==> config.mk <==
export PLATFORM = sky130hd
export DESIGN_NAME = issue_ctrl
export DESIGN_NICKNAME = d
export VERILOG_FILES = /design/src/rtl/backend_pkg.sv /design/src/rtl/issue_ctrl.sv
export SDC_FILE = /design/constraint.sdc
export NUM_CORES = 1
export LEC_CHECK = 0
export BUFFER_PORTS_ARGS = -buffer_cell sky130_fd_sc_hd__buf_2
export CAP_MARGIN = 20
export CORE_UTILIZATION = 43
export CTS_CLUSTER_DIAMETER = 150
export DETAILED_ROUTE_END_ITERATION = 8
export GPL_ROUTABILITY_DRIVEN = 0
export PLACE_DENSITY = 0.87
export SLEW_MARGIN = 20
export SYNTH_ARGS = -nofsm -noshare
export SYNTH_HDL_FRONTEND = slang
export SYNTH_SLANG_ARGS = --single-unit
==> constraint.sdc <==
create_clock -name clk -period 4.9 [get_ports clk]
set_clock_uncertainty 0.15 [all_clocks]
set_input_delay 0.98 -clock clk [delete_from_list [all_inputs] [get_ports clk]]
set_output_delay 0.98 -clock clk [all_outputs]
set_load 0.1 [all_outputs]
==> src/rtl/backend_pkg.sv <==
`default_nettype none

package backend_pkg;

    parameter int XLEN      = 32;
    parameter int NUM_REGS  = 32;
    parameter int MUL_STEPS = 32; // one multiplier bit per step

    localparam int REG_AW  = $clog2(NUM_REGS);
    localparam int PC_LO_W = 4;
    localparam int R_PAD_W = 32 - 4 - 3 * REG_AW;
    localparam int I_PAD_W = 32 - 4 - 2 * REG_AW - 14;

    typedef enum logic [3:0] {
        OP_ADD  = 4'd0,
        OP_SUB  = 4'd1,
        OP_AND  = 4'd2,
        OP_OR   = 4'd3,
        OP_XOR  = 4'd4,
        OP_SLT  = 4'd5,
        OP_ADDI = 4'd6,
        OP_MUL  = 4'd7
    } op_e;

    // opcode, rd and rs1 share position in both forms
    typedef union packed {
        struct packed {
            op_e                op;
            logic [REG_AW-1:0]  rd;
            logic [REG_AW-1:0]  rs1;
            logic [REG_AW-1:0]  rs2;
            logic [R_PAD_W-1:0] pad;
        } r;
        struct packed {
            op_e                op;
            logic [REG_AW-1:0]  rd;
            logic [REG_AW-1:0]  rs1;
            logic signed [13:0] imm;
            logic [I_PAD_W-1:0] pad;
        } i;
    } inst_u;

    typedef struct packed {
        inst_u       word;
        logic [31:0] pc;
    } inst_t;

    typedef enum logic [2:0] {
        FWD_REG = 3'd0,
        FWD_EX0 = 3'd1,
        FWD_EX1 = 3'd2,
        FWD_WB0 = 3'd3,
        FWD_WB1 = 3'd4
    } fwd_sel_e;

    typedef struct packed {
        logic                 valid;
        inst_t                inst;
        fwd_sel_e [1:0]       fwd_sel;  // per source operand
        logic [1:0][XLEN-1:0] reg_data;
        logic                 older;    // came from slot 0
    } pipe_in_t;

    typedef struct packed {
        logic               valid;
        logic [REG_AW-1:0]  dest;
        logic [XLEN-1:0]    data;
        logic [PC_LO_W-1:0] pc_lo;
        logic               older;
    } retire_t;

    // producer tag seen by issue control
    typedef struct packed {
        logic              valid;
        logic              older;
        logic [REG_AW-1:0] idx;
    } dest_t;

endpackage

`default_nettype wire

==> src/rtl/issue_ctrl.sv <==
`default_nettype none

module issue_ctrl #(
    parameter int REG_COUNT = backend_pkg::NUM_REGS
) (
    input  logic                             clk,
    input  logic                             rst_i,
    input  backend_pkg::inst_t [1:0]         inst_i,
    input  logic [1:0]                       inst_valid_i,
    input  logic                             stall_i,
    input  backend_pkg::dest_t [1:0]         ex_dest_i,
    output logic [1:0]                       issue_o,
    output logic                             revert_o,
    output backend_pkg::fwd_sel_e [1:0][1:0] fwd_sel_o
);
    import backend_pkg::*;

    localparam int AW = $clog2(REG_COUNT);

    dest_t [1:0]             wb_dest_q;  // tracks WB of both pipes
    fwd_sel_e [1:0][1:0]     slot_sel;   // by slot, then operand
    logic [1:0][1:0][AW-1:0] src;
    logic [1:0]              uses_rs2;
    logic [AW-1:0]           rd0;
    logic                    raw_hazard;
    logic                    dual_mul;

    // youngest producer wins, EX before WB
    function automatic fwd_sel_e pick_src(input logic [AW-1:0] idx, input logic used,
                                          input dest_t [1:0] ex, input dest_t [1:0] wb);
        logic [1:0] ex_hit;
        logic [1:0] wb_hit;
        for (int p = 0; p < 2; p++) begin
            ex_hit[p] = used && idx != '0 && ex[p].valid && AW'(ex[p].idx) == idx;
            wb_hit[p] = used && idx != '0 && wb[p].valid && AW'(wb[p].idx) == idx;
        end
        if (ex_hit == 2'b11) return ex[0].older ? FWD_EX1 : FWD_EX0;
        if (ex_hit[0]) return FWD_EX0;
        if (ex_hit[1]) return FWD_EX1;
        if (wb_hit == 2'b11) return wb[0].older ? FWD_WB1 : FWD_WB0;
        if (wb_hit[0]) return FWD_WB0;
        if (wb_hit[1]) return FWD_WB1;
        return FWD_REG;
    endfunction

    always_comb begin
        for (int s = 0; s < 2; s++) begin
            src[s][0]   = AW'(inst_i[s].word.r.rs1);
            src[s][1]   = AW'(inst_i[s].word.r.rs2);
            uses_rs2[s] = inst_i[s].word.r.op != OP_ADDI; // imm bits overlap rs2
        end
    end

    assign rd0        = AW'(inst_i[0].word.r.rd);
    assign raw_hazard = rd0 != '0 && (src[1][0] == rd0 || (uses_rs2[1] && src[1][1] == rd0));
    assign dual_mul   = inst_i[0].word.r.op == OP_MUL && inst_i[1].word.r.op == OP_MUL;

    assign issue_o[0] = inst_valid_i[0] && !stall_i;
    assign issue_o[1] = inst_valid_i[1] && !stall_i && !raw_hazard && !dual_mul; // source fills slot 0 first
    // slot 0 cannot be MUL here, dual_mul already split the pair
    assign revert_o   = issue_o[1] && inst_i[1].word.r.op == OP_MUL;

    always_comb begin
        for (int s = 0; s < 2; s++) begin
            slot_sel[s][0] = pick_src(src[s][0], 1'b1, ex_dest_i, wb_dest_q);
            slot_sel[s][1] = pick_src(src[s][1], uses_rs2[s], ex_dest_i, wb_dest_q);
        end
        for (int p = 0; p < 2; p++) begin
            fwd_sel_o[p] = slot_sel[p ^ revert_o];
        end
    end

    always_ff @(posedge clk) begin
        if (rst_i || stall_i) begin
            wb_dest_q <= '0; // pipes push bubbles into WB on stall
        end else begin
            wb_dest_q <= ex_dest_i;
        end
    end

    a_in_order: assert property (@(posedge clk) disable iff (rst_i) issue_o[1] |-> issue_o[0])
        else $error("slot 1 issued without slot 0");

endmodule

`default_nettype wire

==> flow_summary.json, run 1 <==
{
  "synth-edff-count": 0,
  "die_area_sq_mm": 0.00494,
  "fin_crit_sh_pct": 92.5,
  "ant_nets": 0,
  "cts_tree": "done",
  "num_vias": 1925,
  "final_cell_area_sq_mm": 0.00228,
  "final_common_cell": "xnor2_1",
  "leakagePower_nw": 0.934,
  "grt_use_met2_pct": 38.1,
  "met1_usage_pct": 27.5,
  "die_x_microns": 70.3,
  "antenna_found_initial": 0,
  "fp.dieH_microns": 70.3,
  "critPathMaxStageDelay_ns": 0.83,
  "start_util_pct": 45.4,
  "finalHoldViolCount": 0,
  "overflow": 0,
  "finalSetupViolCount": 0,
  "path_max_fanout": 13,
  "worst_slack_ns": 0.369,
  "cp_num_buf_inv": 2,
  "hold_buffers": 0,
  "vias_per_cell": 5.53,
  "synth_seq_cells": 13,
  "drive_gt1_share_pct": 25.0,
  "syn_nets": 413,
  "ys_seq_area_share_pct": 13.0,
  "path_delay_family": "simple AND/OR/NAND/NOR gates",
  "max_freq_ghz": 0.221,
  "final_cell_mix": "xnor2_1 (66), buf_2 (65), xor2_1 (24)",
  "critPathArrivalTime_ns": 3.40,
  "grt_pass1_wl_microns": 8350,
  "initialDrtViolationCount": 119,
  "post-route-min-period_ns": 4.53,
  "hold-path-endpoint": "wb_dest_q[5]",
  "antenna_cells": 0,
  "yosysTopAreaCell": "xnor2_1",
  "top_register": "wb_dest_q",
  "io_pins": 162,
  "run_status": "completed",
  "yosysTopAreaCellShare_pct": 28.8,
  "worstPathCellList": "buf_2, or4bb_1, nand4_1, a21oi_1, or4b_1, mux2_2, buf_2",
  "worst_pin_slew_ns": 0.701,
  "syn_area_sq_mm": 0.00200,
  "io_buffers": 65,
  "wl_per_cell_microns": 15.5,
  "maxSlewViolCount": 0,
  "numCtsBuffers": 3,
  "min_path_type": "primary input to flop",
  "post-route-util_pct": 51.6,
  "cp_common_cell": "buf_2",
  "grt_use_met3_pct": 3.03,
  "finalNetCount": 444,
  "area_delta_synth_final_pct": 13.7,
  "whs_path_depth": 2,
  "worstSetupPathType": "primary input to primary output",
  "place_area_sq_mm": 0.00223,
  "endpoint_kind": "primary output",
  "max_slew_margin_pct": 52.8,
  "rows": 24,
  "grt.busiest_layer": "met2",
  "htreeDepth": 1,
  "post_cts_resized": 0,
  "grt_pass1_vias": 1728,
  "fill_cells": 434,
  "synthFlopType": "dfxtp_1",
  "syn_inst": 266,
  "reg_top3": "wb_dest_q: 13 flops",
  "gr-usage-all-layers_pct": 21.6,
  "hold_start": "ex_dest_i[5]",
  "pre_cts_ws_ns": 0.366,
  "ys_async_sr_fraction_pct": 0,
  "largest_reg_flops": 13,
  "post-cts-setup-buffers": 0,
  "peakVddDrop_mv": 0.0978,
  "syn_area_per_cell_sq_um": 7.54,
  "dr.pass1.iters": 4,
  "core-area_sq_mm": 0.00441,
  "ys_warn_count": 0,
  "cts_root_buf": "clkbuf_8",
  "grt_max_degree": 14,
  "worst_ep_required_time_ns": 3.77,
  "slowest_stage": "or4b_1",
  "startpoint_type": "primary input",
  "p_per_area_mw_per_mm2": 165,
  "drc": 0,
  "drt-total-wl_microns": 5380,
  "synthTopCellsByArea": "xnor2_1 (29%), dfxtp_1 (13%), xor2_1 (10%)",
  "cts.clk_slew.worst_paths_ns": 0.06,
  "rsz0062_at_grt": "false",
  "drv_cap": 0,
  "synth.distinct_cells": 40,
  "clk_path_buf_depth": 2,
  "hpwl_microns": 4400,
  "clock-sinks": 13
}
cell families after synthesis:
| family | Yosys count | share of synthesized area [%] |
|---|---|---|
| and+or+nand+nor | 86 | 24.8 |
| AOI/OAI and AO/OA | 19 | 6.74 |
| xor gates and xnor gates | 90 | 39.3 |
| DFF | 13 | 13.0 |
| muxes | 12 | 6.55 |
| buffers and inverters | 46 | 9.55 |
per-layer routing:
| metal | vias to the layer above | part of all wire (%) |
|---|---|---|
| met5 | - | 0 |
| met4 | 0 | 1.7 |
| met3 | 11 | 8.0 |
| met2 | 86 | 49 |
| met1 | 883 | 41 |
| li1 | 945 | - |
per-stage QoR:
| stage | cells | setup TNS [ns] | total power [mW] | hold WS (ns) |
|---|---|---|---|---|
| floorplan | 266 | -0.849 | 0.240 | 0.952 |
| global placement | 344 | 0 | 0.272 | 1.11 |
| detailed placement | 344 | 0 | 0.277 | 1.12 |
| CTS | 348 | 0 | 0.376 | 0.862 |
| global route | 348 | 0 | 0.392 | 0.864 |
| finish | 348 | 0 | 0.375 | 0.868 |
cell usage after synthesis (2+ instances only):
library cell  number
dfxtp_1           13
nand2_1           10
and2_1            13
buf_1              3
mux2_2             3
clkbuf_1          26
or4_1              7
nor3_1             8
a21o_1             2
a21boi_0           2
nand4b_1           2
xnor2_1           66
nand3_1            7
a31oi_1            3
inv_1              7
or3_1              4
mux2_1             2
nor4_1             7
nand4_1           13
nor2_1             9
buf_2              9
mux2i_1            6
xor2_1            24
o21ai_0            4
worst max-delay path by stage:
stage | from | depth (start not counted) | to
5_1_grt | inst_i[127] | 7 | fwd_sel_o[11]
3_5_place_dp | inst_i[127] | 7 | fwd_sel_o[2]
2_1_floorplan | inst_i[127] | 7 | fwd_sel_o[0]
4_1_cts | inst_i[127] | 7 | fwd_sel_o[2]
6_report | inst_i[127] | 7 | fwd_sel_o[1]
3_3_place_gp | inst_i[127] | 7 | fwd_sel_o[11]
power by group:
group	internal (mW)	switching (mW)
Sequential	0.110	0.00933
Clock	0.0563	0.0429
Combinational	0.0674	0.0892
final cells by class:
class	instances	area (sq um)	area share, %
Sequential cell	13	260	11.4
Clock buffer	3	41.3	1.81
Inverter	7	26.3	1.15
Clock inverter	1	5.00	0.220
Timing Repair Buffer	65	325	14.3
Multi-Input combinational cell	207	1560	68.3
Tap cell	52	65.1	2.85
Power figures use the tool's default switching activity.
==> run 2: changes to the inputs <==
--- a/config.mk
+++ b/config.mk
@@ -7,11 +7,12 @@
 export LEC_CHECK = 0
 export BUFFER_PORTS_ARGS = -buffer_cell sky130_fd_sc_hd__buf_2
 export CAP_MARGIN = 20
+export CORE_ASPECT_RATIO = 2
 export CORE_UTILIZATION = 43
 export CTS_CLUSTER_DIAMETER = 150
 export DETAILED_ROUTE_END_ITERATION = 8
 export GPL_ROUTABILITY_DRIVEN = 0
-export PLACE_DENSITY = 0.87
+export PLACE_DENSITY = 0.88
 export SLEW_MARGIN = 20
 export SYNTH_ARGS = -nofsm -noshare
 export SYNTH_HDL_FRONTEND = slang
==> run 2 against run 1 <==
Cell area increased by 1.7%. Combinational power hardly changed. Critical path depth rose by 1. Non-clock buffer count increased by 1. Power decreased by 0.70%. Fmax decreased by 0.21%. Largest power group unchanged. Cell count grew 0.86%. Global-route usage up 2.6 points. Highest routed layer unchanged.
==> flow_summary.json, run 2 (synthesized netlist as in run 1, its figures left out) <==
{
  "ant_nets": 0,
  "startpoint_type": "primary input",
  "maxSlewViolCount": 0,
  "antenna_found_initial": 0,
  "io_pins": 162,
  "worst_slack_ns": 0.359,
  "fp.dieH_microns": 98.6,
  "area_delta_synth_final_pct": 15.7,
  "wl_per_cell_microns": 16.6,
  "final_cell_area_sq_mm": 0.00232,
  "worst_pin_slew_ns": 0.658,
  "final_common_cell": "xnor2_1",
  "final_cell_mix": "xnor2_1 (66), buf_2 (63), xor2_1 (24)",
  "initialDrtViolationCount": 48,
  "die_x_microns": 50.3,
  "finalSetupViolCount": 0,
  "reg_top3": "wb_dest_q: 13 flops",
  "post-route-min-period_ns": 4.54,
  "drt-total-wl_microns": 5830,
  "grt_pass1_wl_microns": 9180,
  "wl_met2_microns": 3150,
  "leakagePower_nw": 0.940,
  "grt_pass1_vias": 1968,
  "rows": 34,
  "clk_path_buf_depth": 2,
  "tns_ns": 0,
  "post-cts-setup-buffers": 0,
  "hold_buffers": 0,
  "htreeDepth": 1,
  "seq_area_sq_um": 260,
  "worstSetupPathType": "primary input to primary output",
  "pre_cts_ws_ns": 0.404,
  "grt_max_degree": 14,
  "fin_crit_sh_pct": 92.7,
  "highest_layer": "met4",
  "cts.clk_slew.worst_paths_ns": 0.05,
  "cts_tree": "done",
  "overflow": 0,
  "numCtsBuffers": 3,
  "drc": 0,
  "cts_root_buf": "clkbuf_8",
  "critPathArrivalTime_ns": 3.41,
  "num_vias": 1999,
  "max_freq_ghz": 0.220,
  "antenna_cells": 0,
  "wl_met1_microns": 2000,
  "drive_gt1_share_pct": 24.9,
  "endpoint_kind": "primary output",
  "peakVddDrop_mv": 0.158,
  "worst_ep_required_time_ns": 3.77,
  "start_util_pct": 45.3,
  "rsz0062_at_grt": "false",
  "finalHoldViolCount": 0,
  "p_per_area_mw_per_mm2": 161,
  "post_cts_resized": 0,
  "path_max_fanout": 6,
  "clock-sinks": 13,
  "fill_cells": 434,
  "core-area_sq_mm": 0.00442,
  "finalNetCount": 445,
  "run_status": "completed",
  "p_total_mw": 0.373,
  "max_slew_margin_pct": 55.7,
  "wl_met3_microns": 267,
  "hpwl_microns": 4830,
  "drv_cap": 0,
  "gr-usage-all-layers_pct": 24.2,
  "place_area_sq_mm": 0.00227,
  "post-route-util_pct": 52.4,
  "min_path_type": "primary input to flop",
  "dr.pass1.iters": 4,
  "top_register": "wb_dest_q",
  "largest_reg_flops": 13,
  "vias_per_cell": 5.70,
  "die_area_sq_mm": 0.00495,
  "multi_input_area_sq_mm": 0.00156,
  "io_buffers": 65
}
==> run 2: cell count changes in the layout (fill, tap and decap cells not counted) <==
cell / previous run / this run
buf_12: 0 / 2
buf_2: 65 / 63
clkinv_2: 1 / 0
clkbuf_1: 0 / 1
buf_4: 0 / 1
==> run 2: path summary, 6_finish.rpt <==
kind          from  slack (ns)  cells past startpoint             to
max    inst_i[110]        0.36                      8  fwd_sel_o[11]
min   ex_dest_i[6]        0.89                      2   wb_dest_q[6]
==> run 2: routing by layer <==
| layer | global-route usage, % | vias up |
|---|---|---|
| met3 | 2.93 | 30 |
| li1 | - | 950 |
| met4 | 18.0 | 0 |
| met5 | 0 | - |
| met2 | 43.8 | 76 |
| met1 | 23.8 | 943 |
==> run 2: where the power goes <==
group | switching [mW] | internal, mW
Sequential | 0.00972 | 0.110
Combinational | 0.0912 | 0.0682
Clock | 0.0360 | 0.0573
Total | 0.137 | 0.236
==> run 2: area by class of cell <==
type                            instances  share of cell area, %
Timing Repair Buffer                   66                   15.7
Multi-Input combinational cell        207                   67.1
Tap cell                               54                   2.91
Sequential cell                        13                   11.2
Clock buffer                            4                   1.94
Inverter                                7                   1.13
==> run 2: stage by stage <==
step | hold WS (ns) | cells
finish | 0.891 | 351
global route | 0.916 | 351
CTS | 0.885 | 351
detailed placement | 1.13 | 347
global placement | 1.12 | 347
floorplan | 0.952 | 266
==> run 2: worst max-delay path, cell delays in order <==
cell     delay, ns
buf_2         0.16
or4_1         0.52
o21ai_0       0.40
or3_1         0.21
inv_1         0.04
nor4_1        0.43
mux2_2        0.24
buf_2         0.42
