<file path="src/rtl/backend_pkg.sv">
`default_nettype none

package backend_pkg;

    parameter int XLEN      = 32;
    parameter int NUM_REGS  = 32;
    parameter int MUL_STEPS = 32; // one multiplier bit per step

    localparam int REG_AW  = $clog2(NUM_REGS);
    localparam int PC_LO_W = 4;
    localparam int R_PAD_W = 32 - 4 - 3 * REG_AW;
    localparam int I_PAD_W = 32 - 4 - 2 * REG_AW - 14;

    typedef enum logic [3:0] {
        OP_ADD  = 4'd0,
        OP_SUB  = 4'd1,
        OP_AND  = 4'd2,
        OP_OR   = 4'd3,
        OP_XOR  = 4'd4,
        OP_SLT  = 4'd5,
        OP_ADDI = 4'd6,
        OP_MUL  = 4'd7
    } op_e;

    // opcode, rd and rs1 share position in both forms
    typedef union packed {
        struct packed {
            op_e                op;
            logic [REG_AW-1:0]  rd;
            logic [REG_AW-1:0]  rs1;
            logic [REG_AW-1:0]  rs2;
            logic [R_PAD_W-1:0] pad;
        } r;
        struct packed {
            op_e                op;
            logic [REG_AW-1:0]  rd;
            logic [REG_AW-1:0]  rs1;
            logic signed [13:0] imm;
            logic [I_PAD_W-1:0] pad;
        } i;
    } inst_u;

    typedef struct packed {
        inst_u       word;
        logic [31:0] pc;
    } inst_t;

    typedef enum logic [2:0] {
        FWD_REG = 3'd0,
        FWD_EX0 = 3'd1,
        FWD_EX1 = 3'd2,
        FWD_WB0 = 3'd3,
        FWD_WB1 = 3'd4
    } fwd_sel_e;

    typedef struct packed {
        logic                 valid;
        inst_t                inst;
        fwd_sel_e [1:0]       fwd_sel;  // per source operand
        logic [1:0][XLEN-1:0] reg_data;
        logic                 older;    // came from slot 0
    } pipe_in_t;

    typedef struct packed {
        logic               valid;
        logic [REG_AW-1:0]  dest;
        logic [XLEN-1:0]    data;
        logic [PC_LO_W-1:0] pc_lo;
        logic               older;
    } retire_t;

    // producer tag seen by issue control
    typedef struct packed {
        logic              valid;
        logic              older;
        logic [REG_AW-1:0] idx;
    } dest_t;

endpackage

`default_nettype wire

</file>
<file path="src/rtl/exec_pipe.sv">
`default_nettype none

module exec_pipe #(
    parameter int DATA_WIDTH = backend_pkg::XLEN,
    parameter bit MAIN_PIPE  = 1'b0,
    parameter int MUL_CYCLES = backend_pkg::MUL_STEPS
) (
    input  logic                      clk,
    input  logic                      rst_i,
    input  logic                      stall_i,
    input  backend_pkg::pipe_in_t     pipe_i,
    input  backend_pkg::retire_t [3:0] fwd_src_i, // ex0, ex1, wb0, wb1
    output backend_pkg::retire_t      ex_o,
    output backend_pkg::retire_t      wb_o,
    output logic                      busy_o
);
    import backend_pkg::*;

    logic [1:0][DATA_WIDTH-1:0] opnd;
    logic [DATA_WIDTH-1:0]      imm_ext;
    logic                       ex_valid_q;
    logic                       ex_older_q;
    inst_t                      ex_inst_q;
    logic [DATA_WIDTH-1:0]      ex_a_q;
    logic [DATA_WIDTH-1:0]      ex_b_q;
    op_e                        ex_op;
    logic [DATA_WIDTH-1:0]      alu_res;
    logic [DATA_WIDTH-1:0]      mul_product;
    logic                       wb_valid_q;
    retire_t                    wb_q;

    always_comb begin
        for (int j = 0; j < 2; j++) begin
            case (pipe_i.fwd_sel[j])
                FWD_EX0: opnd[j] = fwd_src_i[0].data;
                FWD_EX1: opnd[j] = fwd_src_i[1].data;
                FWD_WB0: opnd[j] = fwd_src_i[2].data;
                FWD_WB1: opnd[j] = fwd_src_i[3].data;
                default: opnd[j] = pipe_i.reg_data[j];
            endcase
        end
    end

    assign imm_ext = {{(DATA_WIDTH - 14){pipe_i.inst.word.i.imm[13]}}, pipe_i.inst.word.i.imm};

    always_ff @(posedge clk) begin
        if (rst_i) begin
            ex_valid_q <= 1'b0;
        end else if (!stall_i) begin
            ex_valid_q <= pipe_i.valid;
        end
    end

    // operands are captured here, so a stall keeps them
    always_ff @(posedge clk) begin
        if (!stall_i) begin
            ex_inst_q  <= pipe_i.inst;
            ex_older_q <= pipe_i.older;
            ex_a_q     <= opnd[0];
            ex_b_q     <= (pipe_i.inst.word.r.op == OP_ADDI) ? imm_ext : opnd[1];
        end
    end

    assign ex_op = ex_inst_q.word.r.op;

    always_comb begin
        case (ex_op)
            OP_ADD, OP_ADDI: alu_res = ex_a_q + ex_b_q;
            OP_SUB:          alu_res = ex_a_q - ex_b_q;
            OP_AND:          alu_res = ex_a_q & ex_b_q;
            OP_OR:           alu_res = ex_a_q | ex_b_q;
            OP_XOR:          alu_res = ex_a_q ^ ex_b_q;
            OP_SLT:          alu_res = {{(DATA_WIDTH - 1){1'b0}}, $signed(ex_a_q) < $signed(ex_b_q)};
            OP_MUL:          alu_res = mul_product; // valid once busy drops
            default:         alu_res = '0;
        endcase
    end

    always_comb begin
        ex_o.valid = ex_valid_q;
        ex_o.dest  = ex_inst_q.word.r.rd;
        ex_o.data  = alu_res;
        ex_o.pc_lo = ex_inst_q.pc[PC_LO_W-1:0];
        ex_o.older = ex_older_q;
    end

    always_ff @(posedge clk) begin
        if (rst_i || stall_i) begin
            wb_valid_q <= 1'b0; // bubble while EX waits
        end else begin
            wb_valid_q <= ex_o.valid;
        end
    end

    always_ff @(posedge clk) begin
        wb_q <= ex_o;
    end

    always_comb begin
        wb_o       = wb_q;
        wb_o.valid = wb_valid_q;
    end

    if (MAIN_PIPE) begin : g_mul
        logic mul_start;

        assign mul_start = pipe_i.valid && !stall_i && pipe_i.inst.word.r.op == OP_MUL;

        mul_seq #(
            .DATA_WIDTH (DATA_WIDTH),
            .MUL_CYCLES (MUL_CYCLES)
        ) u_mul_seq (
            .clk       (clk),
            .rst_i     (rst_i),
            .start_i   (mul_start),
            .a_i       (opnd[0]),
            .b_i       (opnd[1]),
            .busy_o    (busy_o),
            .product_o (mul_product)
        );
    end else begin : g_no_mul
        assign busy_o      = 1'b0;
        assign mul_product = '0;

        // steering in issue control keeps MUL off this pipe
        a_no_mul: assert property (@(posedge clk) disable iff (rst_i)
            ex_valid_q |-> ex_op != OP_MUL)
            else $error("MUL reached the secondary pipe");
    end

endmodule

`default_nettype wire

</file>
<file path="src/rtl/mul_seq.sv">
`default_nettype none

module mul_seq #(
    parameter int DATA_WIDTH = backend_pkg::XLEN,
    parameter int MUL_CYCLES = backend_pkg::MUL_STEPS
) (
    input  logic                  clk,
    input  logic                  rst_i,
    input  logic                  start_i,
    input  logic [DATA_WIDTH-1:0] a_i,
    input  logic [DATA_WIDTH-1:0] b_i,
    output logic                  busy_o,
    output logic [DATA_WIDTH-1:0] product_o
);

    localparam int CW = $clog2(MUL_CYCLES + 1);

    typedef enum logic [1:0] {
        S_IDLE,
        S_RUN,
        S_DONE
    } state_e;

    state_e                state_q;
    logic [CW-1:0]         steps_q; // steps left in this multiply
    logic [DATA_WIDTH-1:0] mcand_q;
    logic [DATA_WIDTH-1:0] mplier_q;
    logic [DATA_WIDTH-1:0] acc_q;

    always_ff @(posedge clk) begin
        if (rst_i) begin
            state_q <= S_IDLE;
            steps_q <= '0;
        end else begin
            case (state_q)
                S_RUN: begin
                    steps_q <= steps_q - 1'b1;
                    if (steps_q == CW'(1)) begin
                        state_q <= S_DONE;
                    end
                end
                default: begin // a new multiply can follow straight out of done
                    if (start_i) begin
                        state_q <= S_RUN;
                        steps_q <= CW'(MUL_CYCLES);
                    end else begin
                        state_q <= S_IDLE;
                    end
                end
            endcase
        end
    end

    always_ff @(posedge clk) begin
        if (state_q == S_RUN) begin
            if (mplier_q[0]) begin
                acc_q <= acc_q + mcand_q;
            end
            mcand_q  <= mcand_q << 1;
            mplier_q <= mplier_q >> 1;
        end else if (start_i) begin
            mcand_q  <= a_i;
            mplier_q <= b_i;
            acc_q    <= '0;
        end
    end

    assign busy_o    = state_q == S_RUN;
    assign product_o = acc_q; // low half only

    a_no_start_busy: assert property (@(posedge clk) disable iff (rst_i) start_i |-> !busy_o)
        else $error("multiply started while busy");

endmodule

`default_nettype wire

</file>
<file path="config.mk">
export PLATFORM = sky130hd
export DESIGN_NAME = exec_pipe
export DESIGN_NICKNAME = d
export VERILOG_FILES = /design/src/rtl/backend_pkg.sv /design/src/rtl/exec_pipe.sv /design/src/rtl/mul_seq.sv
export SDC_FILE = /design/constraint.sdc
export NUM_CORES = 1
export LEC_CHECK = 0
export BUFFER_PORTS_ARGS = -buffer_cell sky130_fd_sc_hd__clkbuf_2
export CORE_MARGIN = 2
export CORE_UTILIZATION = 41
export CTS_BUF_LIST = sky130_fd_sc_hd__clkbuf_8
export CTS_CLUSTER_DIAMETER = 30
export DETAILED_ROUTE_END_ITERATION = 6
export PLACE_DENSITY = 0.71
export SYNTH_ARGS = -nofsm -noshare
export SYNTH_HDL_FRONTEND = slang
export SYNTH_SLANG_ARGS = --single-unit
</file>
<file path="constraint.sdc">
create_clock -name clk -period 3.11 [get_ports clk]
set_input_delay 0.311 -clock clk [delete_from_list [all_inputs] [get_ports clk]]
set_output_delay 0.311 -clock clk [all_outputs]
set_load 0.1 [all_outputs]
</file>
==> results of run 1 <==
metal layers:
metal | up-vias | routed length, microns | global-route usage | part of all wire
met1 | 5883 | 16900 | 0.366 | 0.40
met4 | 0 | 1930 | 0.126 | 0.045
met2 | 797 | 20100 | 0.463 | 0.47
met3 | 145 | 3840 | 0.0603 | 0.090
li1 | 5699 | - | - | -
met5 | - | 0 | 0 | 0
metrics by stage:
stage | instances | worst slack, ns | power, W
4_1_cts | 2085 | -0.994 | 0.00977
6_report | 2111 | -0.968 | 0.0102
2_1_floorplan | 1278 | -0.936 | 0.00575
3_5_place_dp | 2023 | -0.602 | 0.00764
5_1_grt | 2111 | -1.06 | 0.0107
3_3_place_gp | 2023 | -0.489 | 0.00757
timing repair:
item | in CTS | in global routing
endpoints found under the setup margin | 40 | 43
buffers inserted | 39 | 29
pin swaps | 96 | 86
resized for setup | 121 | 94
final timing paths:
path                   from         end  slack [ns]  cells past startpoint
setup / recovery  ex_a_q[0]    ex_o[27]       -0.97                     14
hold / removal        rst_i  ex_valid_q        0.01                      2
setup reg to reg  ex_a_q[0]    wb_o[17]       -0.27                     16
hold reg to reg     ex_o[2]     wb_o[2]        0.38                      0
final cells by class:
cell class / count / area, sq um
Clock buffer: 17 / 234
Fill cell: 2019 / 9240
Inverter: 93 / 354
Timing Repair Buffer: 564 / 4090
Antenna cell: 4 / 10.0
Sequential cell: 122 / 3220
Tap cell: 335 / 419
Multi-Input combinational cell: 961 / 8110
Clock inverter: 15 / 235
registers in the layout (all words and copies together), names as in the netlist:
name,count
ex_valid_q,1
ex_older_q,1
wb_valid_q,1
ex_b_q,32
ex_a_q,32
wb_o,42
ex_o,9
ex_inst_q,4
cell families after synthesis:
| family | after synthesis | synth area share |
|---|---|---|
| AO/OA/AOI/OAI | 442 | 0.277 |
| XOR/XNOR | 5 | 0.00408 |
| adder cells (fa/ha/maj) | 105 | 0.124 |
| buffers and inverters | 195 | 0.0736 |
| flip-flops | 122 | 0.300 |
| multiplexers | 34 | 0.0621 |
| other | 1 | 0.000349 |
| AND/OR/NAND/NOR | 374 | 0.159 |
where the power goes:
part,internal [W],switching (W),leakage [nW]
Sequential,0.00199,0.000137,1.13
Clock,0.000975,0.000770,0.234
Combinational,0.00233,0.00404,6.05
worst max-delay path, delay by kind of cell, from the launching register on:
kind            cells  cell delay [ns]
buf+inv             5             0.81
flops               1             0.43
compound gates      5             0.94
simple gates        2             0.57
fa+ha+maj           2             0.55
synthesized netlist by cell type, drive strengths merged (6+ instances only):
library cell / instances
nand2: 138
o21ai: 128
ha: 103
inv: 93
nor2: 82
clkbuf: 78
edfxtp: 78
nand3: 73
a22oi: 72
a21oi: 69
dfxtp: 44
mux4: 26
buf: 24
nor3: 21
o31ai: 18
o211ai: 17
o221ai: 17
a21o: 14
a211oi: 12
a221oi: 12
or3: 12
nand2b: 11
o21bai: 11
a31oi: 10
nor2b: 8
o2111ai: 8
mux2i: 7
o21a: 7
a2111oi: 6
nand4: 6
cells in the final DEF, fill, tap and decap left out, types with 7 or more instances in the layout:
| cell type | n |
|---|---|
| o211ai_1 | 17 |
| mux4_2 | 26 |
| edfxtp_1 | 78 |
| inv_2 | 12 |
| o21ai_1 | 14 |
| buf_6 | 32 |
| a22oi_1 | 71 |
| buf_12 | 33 |
| mux2i_1 | 7 |
| inv_1 | 79 |
| nand3_1 | 72 |
| a21o_1 | 14 |
| clkbuf_8 | 17 |
| a21oi_1 | 53 |
| o21a_1 | 7 |
| nand2_1 | 131 |
| nor3_1 | 10 |
| ha_1 | 88 |
| dfxtp_1 | 44 |
| clkbuf_2 | 282 |
| o221ai_1 | 9 |
| ha_4 | 12 |
| a31oi_4 | 7 |
| o21ai_0 | 104 |
| o21bai_1 | 8 |
| o31ai_4 | 9 |
| nand2b_1 | 10 |
| buf_4 | 214 |
| nor2_1 | 70 |
| a21oi_2 | 10 |
| or3_1 | 7 |
==> impl_metrics.csv, run 1 <==
group,metric,value,unit
clock_tree,clock_sinks,122,
global_routing,grt_pass1_vias,11800,
logic_synthesis,synth_area,0.0107,sq mm
setup_path,slowest_stage,"or4_4",
drt,wire_per_inst,20.2,microns
sta,rsz0062_at_grt,"yes",
sta,tightest_slew,0.827,ns
logic_synthesis,syn_area_per_cell,8.41,sq um
placement,postPlaceCellArea,0.0148,sq mm
global_routing,grt-ovfl-total,0,
drt,ant_nets,0,
floorplanning,initial_utilization,0.415,
sta,finalCriticalPeriod,4.08,ns
clock_tree,clk_path_buf_depth,2,
setup_path,crit_required,2.80,ns
sta,setup_viol,37,
drt,vias,12500,
floorplanning,dieArea,0.0275,sq mm
layout,drive_gt1_frac,0.453,
sta,holdWs,0.0130,ns
floorplanning,rows,59,
floorplanning,die_w,166,microns
placement,globalplace.congestion,0.962,
global_routing,grt_max_degree,66,
setup_path,crit_arrival,3.77,ns
drt,first_iter_violations,1096,
sta,finClkSkew,0.0199,ns
clock_tree,cts_tree,"done",
logic_synthesis,synth_cell_types,78,
power_and_ir_drop,ir_drop,0.568,mV
layout,fin_nets,2175,
setup_path,max_stage_delay,0.52,ns
clock_tree,cts_max_level,4,
clock_tree,cts_buffers,17,
sta,max_freq,245,MHz
logic_synthesis,synth_largest_area_cell,"edfxtp_1",
logic_synthesis,ys_seq_area_frac,0.300,
sta,slew_violations,0,
logic_synthesis,synthArstFlopShare,0,
power_and_ir_drop,leakagePower,7.41,nW
setup_path,path_class,"flop to output pin",
logic_synthesis,synthCells,1278,
setup_path,path_max_fanout,4,
logic_synthesis,synth_top_area_share,0.218,
logic_synthesis,synth_edf_count,78,
job,maxCapViolCount,0,
logic_synthesis,ys_ff_latch,122,
drt,drt_wl_total,42.7,mm
layout,final_core_util,0.644,
sta,fin_crit_sh,1.31,
floorplanning,core_area,0.0259,sq mm
setup_path,cp-start-kind,"flop",
setup_path,cpMostUsedCell,"buf_6",
global_routing,grt_pass1_wl,63.1,mm
logic_synthesis,yosysWarnings,0,
clock_tree,postCtsHoldBufs,0,
global_routing,grtUsageTotal,0.285,
logic_synthesis,netlist_top_cells_area,"edfxtp_1 22%, ha_1 12%, dfxtp_1 8.2%",
drt,vias_per_cell,5.93,
layout,syn_to_final_growth,55.2,%
global_routing,antenna_found_initial,5,
clock_tree,cts_root_buffer,"clkbuf_8",
sta,finalSetupTns,-20.68,ns
placement,io_buffers,315,
setup_path,critPathCaptureType,"output pin",
sta,hold_violations,0,
logic_synthesis,ys_dominant_reg_cell,"edfxtp_1",
placement,dp_hpwl,30.9,mm
clock_tree,clk_latency,0.47,ns
drt,dr.pass1.iters,7,
power_and_ir_drop,powerDensity,615,mW/mm^2
layout,fin_area,0.0167,sq mm
run_status,status,"finished with violations",
clock_tree,clk_pin_slew,0.08,ns
min_path,hp-class,"primary input to flop",
floorplanning,io_pins,398,
run_status,violations,"design-rule violations, negative setup slack",
floorplanning,die_h,166,microns
sta,worst_slack,-0.968,ns
sta,relSlewSlack,0.449,
drt,drc_errors,7,
setup_path,path_cells,"buf_6 -> ha_4 -> fa_2 -> a21oi_4 -> o21ai_4 -> a2111oi_4 -> buf_6 -> nor3_4 -> o221ai_2 -> buf_4 -> buf_6 -> o31ai_2 -> or4_4 -> buf_12",
logic_synthesis,synth_nets,1694,
(Power assumes the default switching activity.)
==> run 2: changes to the inputs <==
==> constraint.sdc (replaced) <==
create_clock -name clk -period 3.28 [get_ports clk]
set_input_delay 0.328 -clock clk [delete_from_list [all_inputs] [get_ports clk]]
set_output_delay 0.328 -clock clk [all_outputs]
set_load 0.1 [all_outputs]
==> run 2 against run 1 <==
Effect of this change: the flow finishes with violations (negative setup slack); flip-flop and latch count unchanged; via count decreased by 2.0%; register-to-register slack improved by 0.18 ns; design area decreased by 2.5%; first-iteration DRC count increased by 6.7%; final cell count decreased by 2.0%; global-route usage increased by 0.12 points; critical path depth increased by 2; largest cell class unchanged; largest power group unchanged; highest routed layer unchanged.
==> impl_metrics.csv, run 2 (synthesis results as in run 1) <==
group,metric,value,unit
run_status,status,"finished with violations",
run_status,violations,"negative setup slack",
floorplanning,core_area,0.0259,sq mm
drt,drc_errors,0,
layout,final_core_util,0.628,
setup_path,crit_arrival,3.88,ns
sta,slew_violations,0,
min_path,hp-class,"primary input to flop",
setup_path,reg2reg_slack,-0.09,ns
setup_path,critPathCaptureType,"output pin",
setup_path,slowest_stage,"o41a_1",
clock_tree,cts_buffers,17,
sta,setup_viol,30,
sta,relSlewSlack,0.489,
sta,fin_crit_sh,1.28,
sta,hold_violations,0,
floorplanning,io_pins,398,
drt,ant_nets,0,
global_routing,grt_max_degree,51,
layout,largest_reg_flops,42,
global_routing,antenna_found_initial,3,
power_and_ir_drop,ir_drop,0.572,mV
setup_path,r2r_end,"wb_o[33]",
sta,max_freq,237,MHz
floorplanning,rows,59,
setup_path,max_stage_delay,0.45,ns
sta,worst_slack,-0.932,ns
clock_tree,clk_latency,0.45,ns
placement,dp_hpwl,31.1,mm
setup_path,path_cells,"inv_2 -> ha_4 -> inv_2 -> fa_2 -> nor2b_4 -> o21ai_2 -> buf_6 -> a2111oi_4 -> o31ai_4 -> a21oi_2 -> buf_4 -> o41a_1 -> or3_4 -> a31oi_4 -> o21ai_4 -> buf_12",
setup_path,crit_required,2.95,ns
drt,vias_per_cell,5.93,
drt,first_iter_violations,1169,
clock_tree,cts_root_buffer,"clkbuf_8",
setup_path,r2r_start,"ex_a_q[0]",
drt,wire_per_inst,20.3,microns
setup_path,cp-start-kind,"flop",
placement,place_ws,-0.367,ns
global_routing,grtUsageTotal,0.286,
min_path,holdPathEnd,"ex_valid_q",
drt,drt_wl_total,41.9,mm
setup_path,path_max_fanout,3,
layout,fin_area,0.0163,sq mm
clock_tree,cts_max_level,4,
drt,dr.pass1.iters,6,
layout,final_common_cell,"clkbuf_2",
layout,stdcell_count,2069,
clock_tree,postCtsHoldBufs,0,
sta,finClkSkew,0.0149,ns
layout,fin_nets,2135,
global_routing,grt_pass1_wl,63.4,mm
clock_tree,clock_sinks,122,
global_routing,grt-ovfl-total,0,
floorplanning,dieArea,0.0275,sq mm
clock_tree,clk_pin_slew,0.09,ns
floorplanning,die_h,166,microns
min_path,hold_start,"rst_i",
sta,tightest_slew,0.763,ns
setup_path,worstRegToRegCells,15,
layout,final_cell_mix,"282 x clkbuf_2, 173 x buf_4, 132 x nand2_1",
setup_path,cpMostUsedCell,"inv_2",
placement,postPlaceCellArea,0.0145,sq mm
layout,drive_gt1_frac,0.443,
power_and_ir_drop,leakagePower,7.17,nW
job,maxCapViolCount,0,
layout,syn_to_final_growth,51.4,%
power_and_ir_drop,power,0.00936,W
placement,placedCellCount,1987,
sta,finalCriticalPeriod,4.21,ns
global_routing,grt_pass1_vias,11800,
clock_tree,cts_tree,"done",
placement,globalplace.congestion,0.967,
clock_tree,clk_path_buf_depth,2,
floorplanning,die_w,166,microns
drt,vias,12300,
placement,io_buffers,315,
power_and_ir_drop,powerDensity,576,mW/mm^2
floorplanning,initial_utilization,0.415,
setup_path,path_class,"flop to output pin",
sta,rsz0062_at_grt,"yes",
min_path,whs_path_depth,2,
-- run 2: changes by cell type in the layout (fill, tap and decap cells not counted), moves of 4 or more --
| cell | delta |
|---|---|
| inv_2 | +4 |
| inv_1 | -4 |
| nor2_4 | -4 |
| buf_4 | -41 |
| nor2_2 | +6 |
| o31ai_2 | +4 |
-- run 2: worst max path at each step --
stage | slack (ns) | cells after the start | end | from
3_3_place_gp | -0.29 | 15 | ex_o[33] | ex_a_q[0]
2_1_floorplan | -0.78 | 12 | ex_o[36] | ex_a_q[5]
3_5_place_dp | -0.37 | 15 | ex_o[33] | ex_a_q[0]
4_1_cts | -0.82 | 13 | ex_o[31] | ex_a_q[10]
5_1_grt | -1.03 | 16 | ex_o[33] | ex_a_q[0]
6_report | -0.93 | 16 | ex_o[33] | ex_a_q[0]
-- run 2: timing repair --
action	in CTS	in global routing
pin swaps	83	91
endpoints found under the setup margin	29	37
setup buffers	35	23
resized for setup	130	85
gates cloned	0	0
-- run 2: critical path: cells and delay by family, from the launching register on --
| family | cells | cell delay (ns) |
|---|---|---|
| flops | 1 | 0.44 |
| buf+inv | 5 | 0.59 |
| simple gates | 2 | 0.58 |
| compound gates | 7 | 1.33 |
| fa+ha+maj | 2 | 0.49 |
-- run 2: metal layers --
layer	wire (microns)	track usage	part of all wire	vias up
met5	0	0	0	-
met4	1760	0.108	0.042	0
li1	-	-	-	5607
met3	3750	0.0350	0.089	150
met2	19900	0.482	0.48	792
met1	16500	0.377	0.39	5724
-- run 2: per-stage QoR --
step | hold slack, ns | setup TNS [ns]
after floorplan | 0.349 | -9.44
after global placement | 0.349 | -2.96
after detailed placement | 0.357 | -3.84
after CTS | 0.0227 | -12.71
after global routing | 0.0156 | -18.83
final | 0.0413 | -15.07
-- run 2: area by class of cell --
type | count | area [sq um]
repair buffers | 524 | 3810
fillers | 2096 | 9650
diodes | 2 | 5.00
multi-input cells | 961 | 8030
clock buffers | 17 | 234
clock inverters | 15 | 189
flip-flops and latches | 122 | 3220
inverters | 93 | 353
well taps | 335 | 419
-- run 2: where the power goes --
part,internal (W),switching (W),total (W)
clock,0.000768,0.000694,0.00146
sequential,0.00189,0.000130,0.00202
combinational,0.00211,0.00377,0.00588
total,0.00477,0.00460,0.00936
